`config.mk`:
```
export PLATFORM = sky130hd
export DESIGN_NAME = text_overlay
export DESIGN_NICKNAME = d
export VERILOG_FILES = /design/src/design/text_overlay_pkg.sv /design/src/design/glyph_rom.sv /design/src/design/text_layout_decode.sv /design/src/design/text_overlay.sv
export SDC_FILE = /design/constraint.sdc
export NUM_CORES = 1
export LEC_CHECK = 0
export CORE_UTILIZATION = 55
export CTS_BUF_LIST = sky130_fd_sc_hd__clkbuf_8
export DETAILED_ROUTE_END_ITERATION = 6
export DONT_BUFFER_PORTS = 1
export GPL_TIMING_DRIVEN = 0
export PLACE_DENSITY = 0.7
export SLEW_MARGIN = 15
export SYNTH_ARGS = -nofsm -noshare
export SYNTH_HDL_FRONTEND = slang
export SYNTH_SLANG_ARGS = --single-unit
export TNS_END_PERCENT = 50
```
`constraint.sdc`:
```
create_clock -name clk -period 2.3 [get_ports clk]
set_input_delay 0.575 -clock clk [delete_from_list [all_inputs] [get_ports clk]]
set_output_delay 0.575 -clock clk [all_outputs]
set_load 0.01 [all_outputs]
```
`src/design/text_overlay_pkg.sv`:
```
package text_overlay_pkg;

   // ------------------------------
   // Screen coordinates
   // ------------------------------
   localparam int COORD_W = 12;

   typedef logic [COORD_W-1:0] pix_coord_t;

   // ------------------------------
   // Glyphs and fonts
   // ------------------------------
   // Every distinct letter used by the three captions
   typedef enum logic [3:0] {
      GLYPH_G,
      GLYPH_A,
      GLYPH_M,
      GLYPH_E,
      GLYPH_O,
      GLYPH_V,
      GLYPH_R,
      GLYPH_N,
      GLYPH_S,
      GLYPH_C
   } glyph_code_t;

   typedef enum logic {
      FONT_LARGE,
      FONT_SMALL
   } font_e;

   localparam int LARGE_W = 8;
   localparam int LARGE_H = 8;
   localparam int SMALL_W = 3;    // Narrow caption font
   localparam int SMALL_H = 12;

   // Bit c of a row is column c, column 0 at the left edge
   typedef logic [LARGE_W-1:0] large_row_t;
   typedef logic [SMALL_W-1:0] small_row_t;

   // Result of the layout decode for one font
   typedef struct packed {
      logic        hit;           // Pixel inside a slot of this font
      glyph_code_t code;
      logic [3:0]  row;
      logic [2:0]  col;
   } glyph_lookup_t;

   // ------------------------------
   // Caption layout
   // ------------------------------
   typedef struct packed {
      pix_coord_t  x;             // Left edge of the slot
      glyph_code_t code;
   } slot_t;

   localparam pix_coord_t GAME_OVER_Y = 12'd320;
   localparam pix_coord_t NAME_Y      = 12'd120;
   localparam pix_coord_t SCORE_Y     = 12'd220;

   localparam int GAME_OVER_N = 8;
   localparam int NAME_N      = 4;
   localparam int SCORE_N     = 5;

   localparam slot_t GAME_OVER_SLOTS [GAME_OVER_N] = '{
      '{x: 12'd240, code: GLYPH_G},
      '{x: 12'd260, code: GLYPH_A},
      '{x: 12'd280, code: GLYPH_M},
      '{x: 12'd300, code: GLYPH_E},
      '{x: 12'd360, code: GLYPH_O},   // Wide gap between the two words
      '{x: 12'd380, code: GLYPH_V},
      '{x: 12'd400, code: GLYPH_E},
      '{x: 12'd420, code: GLYPH_R}
   };

   localparam slot_t NAME_SLOTS [NAME_N] = '{
      '{x: 12'd300, code: GLYPH_N},
      '{x: 12'd320, code: GLYPH_A},
      '{x: 12'd340, code: GLYPH_M},
      '{x: 12'd360, code: GLYPH_E}
   };

   // Tighter pitch than NAME
   localparam slot_t SCORE_SLOTS [SCORE_N] = '{
      '{x: 12'd300, code: GLYPH_S},
      '{x: 12'd315, code: GLYPH_C},
      '{x: 12'd330, code: GLYPH_O},
      '{x: 12'd345, code: GLYPH_R},
      '{x: 12'd360, code: GLYPH_E}
   };

endpackage

```
`src/design/glyph_rom.sv`:
```
`timescale 1ns/1ps

module glyph_rom import text_overlay_pkg::*; #(
   parameter font_e FONT  = FONT_LARGE,
   parameter type   ROW_T = large_row_t
) (
   input  logic          clk,
   input  logic          reset,
   input  glyph_lookup_t i_lookup,
   output logic          o_pixel_on
);

   // ------------------------------
   // Large font, 8x8
   // ------------------------------
   // Row 0 left blank in every letter
   localparam large_row_t LARGE_G [LARGE_H] = '{8'b00000000, 8'b00001110, 8'b00010001,
      8'b00000001, 8'b00000001, 8'b00011001, 8'b00010001, 8'b00001110};
   localparam large_row_t LARGE_A [LARGE_H] = '{8'b00000000, 8'b00001110, 8'b00010001,
      8'b00010001, 8'b00010001, 8'b00011111, 8'b00010001, 8'b00010001};
   localparam large_row_t LARGE_M [LARGE_H] = '{8'b00000000, 8'b00011011, 8'b00010101,
      8'b00010001, 8'b00010001, 8'b00010001, 8'b00010001, 8'b00010001};
   localparam large_row_t LARGE_E [LARGE_H] = '{8'b00000000, 8'b00011111, 8'b00000001,
      8'b00000001, 8'b00001111, 8'b00000001, 8'b00000001, 8'b00011111};
   localparam large_row_t LARGE_O [LARGE_H] = '{8'b00000000, 8'b00001110, 8'b00010001,
      8'b00010001, 8'b00010001, 8'b00010001, 8'b00010001, 8'b00001110};
   localparam large_row_t LARGE_V [LARGE_H] = '{8'b00000000, 8'b00010001, 8'b00010001,
      8'b00010001, 8'b00010001, 8'b00010001, 8'b00001010, 8'b00000100};
   localparam large_row_t LARGE_R [LARGE_H] = '{8'b00000000, 8'b00001111, 8'b00010001,
      8'b00010001, 8'b00001111, 8'b00001001, 8'b00010001, 8'b00010001};

   // ------------------------------
   // Small font, 3x12
   // ------------------------------
   localparam small_row_t SMALL_N [SMALL_H] = '{3'b011, 3'b101, 3'b101, 3'b101,
      3'b101, 3'b101, 3'b101, 3'b101, 3'b101, 3'b101, 3'b101, 3'b101};
   localparam small_row_t SMALL_A [SMALL_H] = '{3'b111, 3'b101, 3'b101, 3'b101,
      3'b101, 3'b101, 3'b111, 3'b101, 3'b101, 3'b101, 3'b101, 3'b101};
   localparam small_row_t SMALL_M [SMALL_H] = '{3'b101, 3'b111, 3'b111, 3'b111,
      3'b111, 3'b101, 3'b101, 3'b101, 3'b101, 3'b101, 3'b101, 3'b101};
   localparam small_row_t SMALL_E [SMALL_H] = '{3'b111, 3'b001, 3'b001, 3'b001,
      3'b001, 3'b001, 3'b111, 3'b001, 3'b001, 3'b001, 3'b001, 3'b111};
   localparam small_row_t SMALL_S [SMALL_H] = '{3'b111, 3'b001, 3'b001, 3'b001,
      3'b001, 3'b001, 3'b111, 3'b100, 3'b100, 3'b100, 3'b100, 3'b111};
   localparam small_row_t SMALL_C [SMALL_H] = '{3'b111, 3'b001, 3'b001, 3'b001,
      3'b001, 3'b001, 3'b001, 3'b001, 3'b001, 3'b001, 3'b001, 3'b111};
   localparam small_row_t SMALL_O [SMALL_H] = '{3'b111, 3'b101, 3'b101, 3'b101,
      3'b101, 3'b101, 3'b101, 3'b101, 3'b101, 3'b101, 3'b101, 3'b111};
   localparam small_row_t SMALL_R [SMALL_H] = '{3'b111, 3'b101, 3'b101, 3'b101,
      3'b101, 3'b101, 3'b011, 3'b101, 3'b101, 3'b101, 3'b101, 3'b101};

   ROW_T row_bits;
   ROW_T shifted;

   function automatic large_row_t large_row(input glyph_code_t code, input logic [3:0] row);
      large_row_t bits;
      case (code)
         GLYPH_G: bits = LARGE_G[row[2:0]];
         GLYPH_A: bits = LARGE_A[row[2:0]];
         GLYPH_M: bits = LARGE_M[row[2:0]];
         GLYPH_E: bits = LARGE_E[row[2:0]];
         GLYPH_O: bits = LARGE_O[row[2:0]];
         GLYPH_V: bits = LARGE_V[row[2:0]];
         GLYPH_R: bits = LARGE_R[row[2:0]];
         default: bits = '0;             // Not in this font
      endcase
      if (row >= 4'(LARGE_H)) begin
         bits = '0;
      end
      return bits;
   endfunction

   function automatic small_row_t small_row(input glyph_code_t code, input logic [3:0] row);
      small_row_t bits;
      bits = '0;
      // Rows past the glyph read blank
      if (row < 4'(SMALL_H)) begin
         case (code)
            GLYPH_N: bits = SMALL_N[row];
            GLYPH_A: bits = SMALL_A[row];
            GLYPH_M: bits = SMALL_M[row];
            GLYPH_E: bits = SMALL_E[row];
            GLYPH_S: bits = SMALL_S[row];
            GLYPH_C: bits = SMALL_C[row];
            GLYPH_O: bits = SMALL_O[row];
            GLYPH_R: bits = SMALL_R[row];
            default: bits = '0;
         endcase
      end
      return bits;
   endfunction

   // Row fetch and column select
   always_comb begin
      if (FONT == FONT_LARGE) begin
         row_bits = ROW_T'(large_row(i_lookup.code, i_lookup.row));
      end else begin
         row_bits = ROW_T'(small_row(i_lookup.code, i_lookup.row));
      end
      shifted = row_bits >> i_lookup.col;   // Column lands in bit 0
   end

   // Pipeline stage 2
   always_ff @(posedge clk or posedge reset) begin
      if (reset) begin
         o_pixel_on <= 1'b0;
      end else begin
         o_pixel_on <= i_lookup.hit & shifted[0];
      end
   end

endmodule

```
`src/design/text_layout_decode.sv`:
```
`timescale 1ns/1ps

module text_layout_decode import text_overlay_pkg::*; (
   input  logic          clk,
   input  logic          reset,
   input  pix_coord_t    i_pix_x,
   input  pix_coord_t    i_pix_y,
   output glyph_lookup_t o_large,
   output glyph_lookup_t o_small
);

   glyph_lookup_t large_next;
   glyph_lookup_t small_next;

   // ------------------------------
   // Slot box test
   // ------------------------------
   // Offsets wrap when the pixel is left of or above the slot, so a single
   // unsigned compare per axis covers both edges of the box
   function automatic glyph_lookup_t slot_lookup(
      input slot_t      slot,
      input pix_coord_t top,
      input pix_coord_t width,
      input pix_coord_t height,
      input pix_coord_t x,
      input pix_coord_t y
   );
      pix_coord_t    dx;
      pix_coord_t    dy;
      glyph_lookup_t lookup;
      dx = x - slot.x;
      dy = y - top;
      lookup.hit  = (dx < width) && (dy < height);
      lookup.code = slot.code;
      lookup.row  = dy[3:0];
      lookup.col  = dx[2:0];
      return lookup;
   endfunction

   // ------------------------------
   // Walk the caption slot lists
   // ------------------------------
   always_comb begin
      glyph_lookup_t cand;
      large_next = '0;
      small_next = '0;

      // Large font, GAME OVER only
      for (int i = 0; i < GAME_OVER_N; i++) begin
         cand = slot_lookup(GAME_OVER_SLOTS[i], GAME_OVER_Y, pix_coord_t'(LARGE_W),
                            pix_coord_t'(LARGE_H), i_pix_x, i_pix_y);
         if (cand.hit) begin
            large_next = cand;
         end
      end

      // Small font, NAME and SCORE rows never overlap
      for (int i = 0; i < NAME_N; i++) begin
         cand = slot_lookup(NAME_SLOTS[i], NAME_Y, pix_coord_t'(SMALL_W),
                            pix_coord_t'(SMALL_H), i_pix_x, i_pix_y);
         if (cand.hit) begin
            small_next = cand;
         end
      end
      for (int i = 0; i < SCORE_N; i++) begin
         cand = slot_lookup(SCORE_SLOTS[i], SCORE_Y, pix_coord_t'(SMALL_W),
                            pix_coord_t'(SMALL_H), i_pix_x, i_pix_y);
         if (cand.hit) begin
            small_next = cand;
         end
      end
   end

   // Pipeline stage 1
   always_ff @(posedge clk or posedge reset) begin
      if (reset) begin
         o_large <= '0;
         o_small <= '0;
      end else begin
         o_large <= large_next;
         o_small <= small_next;
      end
   end

endmodule

```
`src/design/text_overlay.sv`:
```
`timescale 1ns/1ps

module text_overlay import text_overlay_pkg::*; (
   input  logic       clk,
   input  logic       reset,
   input  pix_coord_t i_pix_x,
   input  pix_coord_t i_pix_y,
   output logic       o_letter_on
);

   glyph_lookup_t large_lookup;
   glyph_lookup_t small_lookup;
   logic          large_on;
   logic          small_on;

   // ------------------------------
   // Layout decode
   // ------------------------------
   text_layout_decode u_decode (
      .clk     (clk),
      .reset   (reset),
      .i_pix_x (i_pix_x),
      .i_pix_y (i_pix_y),
      .o_large (large_lookup),
      .o_small (small_lookup)
   );

   // ------------------------------
   // Glyph lookup, one ROM per font
   // ------------------------------
   glyph_rom #(
      .FONT  (FONT_LARGE),
      .ROW_T (large_row_t)
   ) u_large_rom (
      .clk        (clk),
      .reset      (reset),
      .i_lookup   (large_lookup),
      .o_pixel_on (large_on)
   );

   glyph_rom #(
      .FONT  (FONT_SMALL),
      .ROW_T (small_row_t)
   ) u_small_rom (
      .clk        (clk),
      .reset      (reset),
      .i_lookup   (small_lookup),
      .o_pixel_on (small_on)
   );

   // Both sources registered, flag valid two cycles after the coordinate
   assign o_letter_on = large_on | small_on;

endmodule

```
Word level (Yosys, flattened, before mapping)
Memory sizes are Yosys's and may differ from the RTL's. Index checks and enable logic that the tools add are counted.

Flip-flop bits (word level): 26. Bits in latches: 0. Bits in writable memories: 0. ROM bits: 832. Output and inout bits: 1. Memories kept: 15.

Memory list: (no name shown) (depth 8, width 8, read ports 1, clocked after memory_dff 0, wr ports 0, line glyph_rom.sv:63) `GLYPH_V: bits = LARGE_V[row[2:0]];`; (no name shown) (depth 8, width 8, read ports 1, clocked after memory_dff 0, wr ports 0, line glyph_rom.sv:64) `GLYPH_R: bits = LARGE_R[row[2:0]];`; (no name shown) (depth 8, width 8, read ports 1, clocked after memory_dff 0, wr ports 0, line glyph_rom.sv:62) `GLYPH_O: bits = LARGE_O[row[2:0]];`; (no name shown) (depth 8, width 8, read ports 1, clocked after memory_dff 0, wr ports 0, line glyph_rom.sv:58) `GLYPH_G: bits = LARGE_G[row[2:0]];`; (no name shown) (depth 8, width 8, read ports 1, clocked after memory_dff 0, wr ports 0, line glyph_rom.sv:59) `GLYPH_A: bits = LARGE_A[row[2:0]];`; (no name shown) (depth 8, width 8, read ports 1, clocked after memory_dff 0, wr ports 0, line glyph_rom.sv:60) `GLYPH_M: bits = LARGE_M[row[2:0]];`; 9 more memories.

$add $sub $neg: 16. Multipliers: 0. Divide/modulo/power cells: 0. $lt $le $gt $ge: 22. Equal/unequal tests: 14. Shift-type cells: 2. Muxes and demuxes: 51. Bitwise gates (word level): 5. Reductions and logical operators: 18.

Operator list (count): $mux 12 (17); $sub 12x9->12 const B (13); $lt 12x4->1 const B (11); $mux 8 (15); $lt 12x2->1 const B (7); $pmux 8 s7 (1); $mux 3 (17); $eq 4x3->1 const B (6); $pmux 3 s8 (1); $sub 12x8->12 const B (2); $logic_and 1x1->1 (17); $eq 4x2->1 const B (4); $sub 12x7->12 const B (1); $eq 4x1->1 const B (2); $eq 4x4->1 const B (2); $ge 4x4->1 const B (2); $shr 8x3->1 (1); $ge 5x5->1 const B (1); $not 4->5 (1); $logic_not 4->1 (1); $lt 4x4->1 const B (1); $not 3->4 (1); $shr 3x3->1 (1); $and 1x1->1 (2); $or 1x1->1 (1).

Depth between registers and ports, before layout
Word-level depth: 12. Gate-level depth with buffers: 10. Mapped depth without buffers: 9.

By module
From an unflattened synthesis, not the netlist that was laid out.

Cell total of the unflattened synthesis: 531. Area, all modules: 4002.6 um^2.

Modules (own cells, without submodules): text_layout_decode (times used 1, cells each 400, area each 3017.9 um^2, seq. area each 575.6 um^2); glyph_rom at u_large_rom (times used 1, cells each 72, area each 534.3 um^2, seq. area each 25.0 um^2); glyph_rom at u_small_rom (times used 1, cells each 58, area each 444.2 um^2, seq. area each 25.0 um^2); text_overlay (times used 1, cells each 1, area each 6.3 um^2, seq. area each 0.0 um^2).

Least setup slack after synthesis
No wires, ideal clock.

Path kind: input-to-reg. From: input port i_pix_x[2]. To: register u_decode.o_small[1] in the netlist's numbering. Arrival: 2993 ps. Path slack: -760 ps. Stages: 10. Cell sequence: clkbuf_1 -> inv_1 -> ha_1 -> a21o_1 -> and4_1 -> a2111o_1 -> or4_4 -> a2111oi_4 -> a41o_1 -> a311o_1.

RTL lines: from (decl) (line text_overlay.sv:6) `input pix_coord_t i_pix_x,`; to (signal assigned) (line text_layout_decode.sv:81) `o_small <= small_next;`; to (decl) (line text_layout_decode.sv:9) `output glyph_lookup_t o_small`.

==> run_results.csv <==
group,metric,value,unit
sta,clock.fmax,0.412,GHz
power_and_ir_drop,combinationalPowerShare,37.4,%
synthesis,synth_seq_cells,25,
place,gp_congestion,1.03,
clock_network,cts_buffers,3,
power_and_ir_drop,leakagePower,0.00178,µW
sta,hold_viol_final,0,
clock_network,clk_pin_slew_worst_paths,0.09,ns
critical_path,arrival,2.58,ns
finish,nets,560,
place,hpwl,8340,µm
floorplanning,pin_count,27,
floorplanning,initial_core_util,57.3,%
power_and_ir_drop,power,1120,µW
synthesis,yosysWarnings,0,
sta,finalCritPeriodShare,106,%
sta,fin_ws,-0.127,ns
synthesis,synth.area.top_cells,"dfrtp_1, ha_1, nand2_1, o21ai_0, a21oi_1",
finish,area.growth.synth_to_final,22.1,%
clock_network,cts_hold_buf,0,
sta,final_max_slew_viol_count,0,
floorplanning,die_h,83.6,µm
power_and_ir_drop,vdd_drop_max,405,µV
clock_network,cts.sink_count,25,
finish,utilization,70.0,%
critical_path,crit_fanout,10,
drt,first_pass_iters,5,
synthesis,synth_flop_cell,"dfrtp_1",
sta,max_slew_margin,41.8,%
critical_path,reg2reg_depth,8,
drt,wire_per_inst,19.4,µm
sta,hold_ws,0.368,ns
synthesis,ys_types,82,
power_and_ir_drop,p_seq_share,39.3,%
hold_path,min_path_type,"input port to asynchronous set/reset pin",
global_route,grt_pass1_vias,3856,
sta,setup_viol,15,
sta,finalSetupTns,-1.02,ns
sta,skew,0.00422,ns
status,violations,"setup timing",
floorplanning,rows,29,
drt,ant_nets,0,
power_and_ir_drop,clkPwrFrac,23.3,%
critical_path,startpoint_type,"input port",
floorplanning,dieArea,0.00698,mm²
status,outcome,"finished, violations left",
synthesis,synth_top_area_share,17.1,%
drt,vias,3943,
drt,drt_drc_violations_left,0,
power_and_ir_drop,net-switching-power,387,µW
synthesis,syn_area,0.00366,mm²
floorplanning,die_w,83.6,µm
global_route,grt_pass1_wl,18400,µm
clock_network,cts_tree,"built",
global_route,grtUsageTotal,32.1,%
sta,min_period,2.43,ns
power_and_ir_drop,intPower,736,µW
global_route,grt_max_degree,26,
global_route,gr-total-overflow,0,
finish,layout_common_cells,"nand2_1, buf_4, nor2_1",
power_and_ir_drop,p_per_area,251,mW/mm²
synthesis,yosysTopAreaCell,"dfrtp_1",
place,numPortBuffers,0,
floorplanning,fp.coreArea,0.00639,mm²
finish,diodes,0,
synthesis,async_flop_share,100,%
critical_path,cp.required,2.46,ns
power_and_ir_drop,swShare,34.4,%
critical_path,worst_setup_path_end_kind,"flop",
global_route,antenna_found_initial,0,
critical_path,crit_type,"input port to flop",
sta,worst_pin_slew,0.872,ns
synthesis,synth_nets,533,
finish,layout_commonest_cell,"nand2_1",
clock_network,cts_htree_levels,1,
synthesis,syn_avg_cell_area,7.66,µm²
drt,wl,11300,µm
sta,rsz0062_at_grt,"yes",
clock_network,cts_buffer_depth,2,
synthesis,syn-instance-count,478,
clock_network,clock-root-buffer,"clkbuf_8",
clock_network,clk_latency,0.27,ns
synthesis,synth_edf_count,0,
finish,drive_gt1_share,24.0,%
drt,drtIter0Drc,235,
drt,via_per_inst,6.79,
synthesis,synth_seq_area_share,17.1,%
job,maxCapViolations,0,
## cell type report
class,instances,area [µm²]
Multi-Input combinational cell,396,3190
Fill cell,530,1920
Sequential cell,25,626
Buffer,29,205
Timing Repair Buffer,22,165
Inverter,28,135
Tap cell,77,96.3
Clock buffer,3,41.3
Clock inverter,1,7.51
## registers in the layout, indices dropped and copies added (netlist names)
register                flops
u_decode.o_small           12
u_decode.o_large           11
u_large_rom.o_pixel_on      1
u_small_rom.o_pixel_on      1
## logic make-up (layout without fill, tap and decap cells)
logic type,after synthesis,in the layout,share of synthesized area (%)
simple gates,199,199,31.5
compound gates,148,148,29.5
buf+inv,57,83,7.11
fa+ha+maj,29,29,9.91
flops,25,25,17.1
xor+xnor,13,13,3.11
mux,6,6,1.68
other cells,1,1,0.102
## worst max-delay path: stages
cell	delay, ns
buf_12	0.11
clkinvlp_4	0.14
ha_4	0.21
a21bo_2	0.24
nand4_1	0.14
o22ai_2	0.19
a41oi_2	0.15
o22ai_2	0.34
a21oi_2	0.10
a311o_1	0.37
## synth_stat cells (6+ instances only)
cell	instances
a21o_1	7
nor4_1	8
nor2_1	29
a31oi_1	9
and3_1	9
o21ai_0	28
nand4_1	9
nor2b_1	12
inv_1	27
dfrtp_1	25
nand3b_1	7
clkbuf_1	14
nand2_1	38
xnor2_1	10
o22ai_1	6
nor3_1	10
a21oi_1	27
buf_2	7
nand3_1	25
nand2b_1	11
ha_1	29
and2_1	6
## layer usage
metal / vias up / global-route usage [%] / share of wire, %
met3: 43 / 5.44 / 6.9
met5: - / 0 / 0
li1: 1855 / - / -
met1: 1855 / 37.0 / 40
met4: 0 / 20.2 / 5.4
met2: 190 / 55.1 / 48
## power by group through the flow
stage / logic (µW) / clock network, µW / registers, µW
6_report: 420 / 262 / 441
5_1_grt: 448 / 284 / 441
4_1_cts: 378 / 263 / 441
3_5_place_dp: 353 / 0 / 450
3_3_place_gp: 349 / 0 / 450
2_1_floorplan: 279 / 0 / 450
## final timing paths
path | startpoint | endpoint | slack [ns]
min in group clk | i_pix_y[3] | u_decode.o_small[6] | 0.38
max in group asynchronous | reset | u_decode.o_small[9] | 1.40
setup reg to reg | u_decode.o_small[4] | u_small_rom.o_pixel_on | 0.23
hold reg to reg | u_decode.o_large[6] | u_large_rom.o_pixel_on | 0.52
setup / recovery | i_pix_x[3] | u_decode.o_large[2] | -0.13
hold / removal | reset | u_decode.o_large[5] | 0.37
## repair_timing
action,4_1_cts,5_1_grt
resized for setup,22,30
setup buffers,13,9
setup endpoints to repair,16,20
pin swaps,19,16
## metrics by stage
| stage | cells | cell area (µm²) | worst slack [ns] |
|---|---|---|---|
| finish | 581 | 4470 | -0.127 |
| CTS | 572 | 4250 | -0.0961 |
| global placement | 555 | 4010 | -0.507 |
| floorplan | 478 | 3920 | -0.229 |
| global route | 581 | 4470 | -0.205 |
| detailed placement | 555 | 4010 | -0.568 |
(Power assumes the default switching activity.)
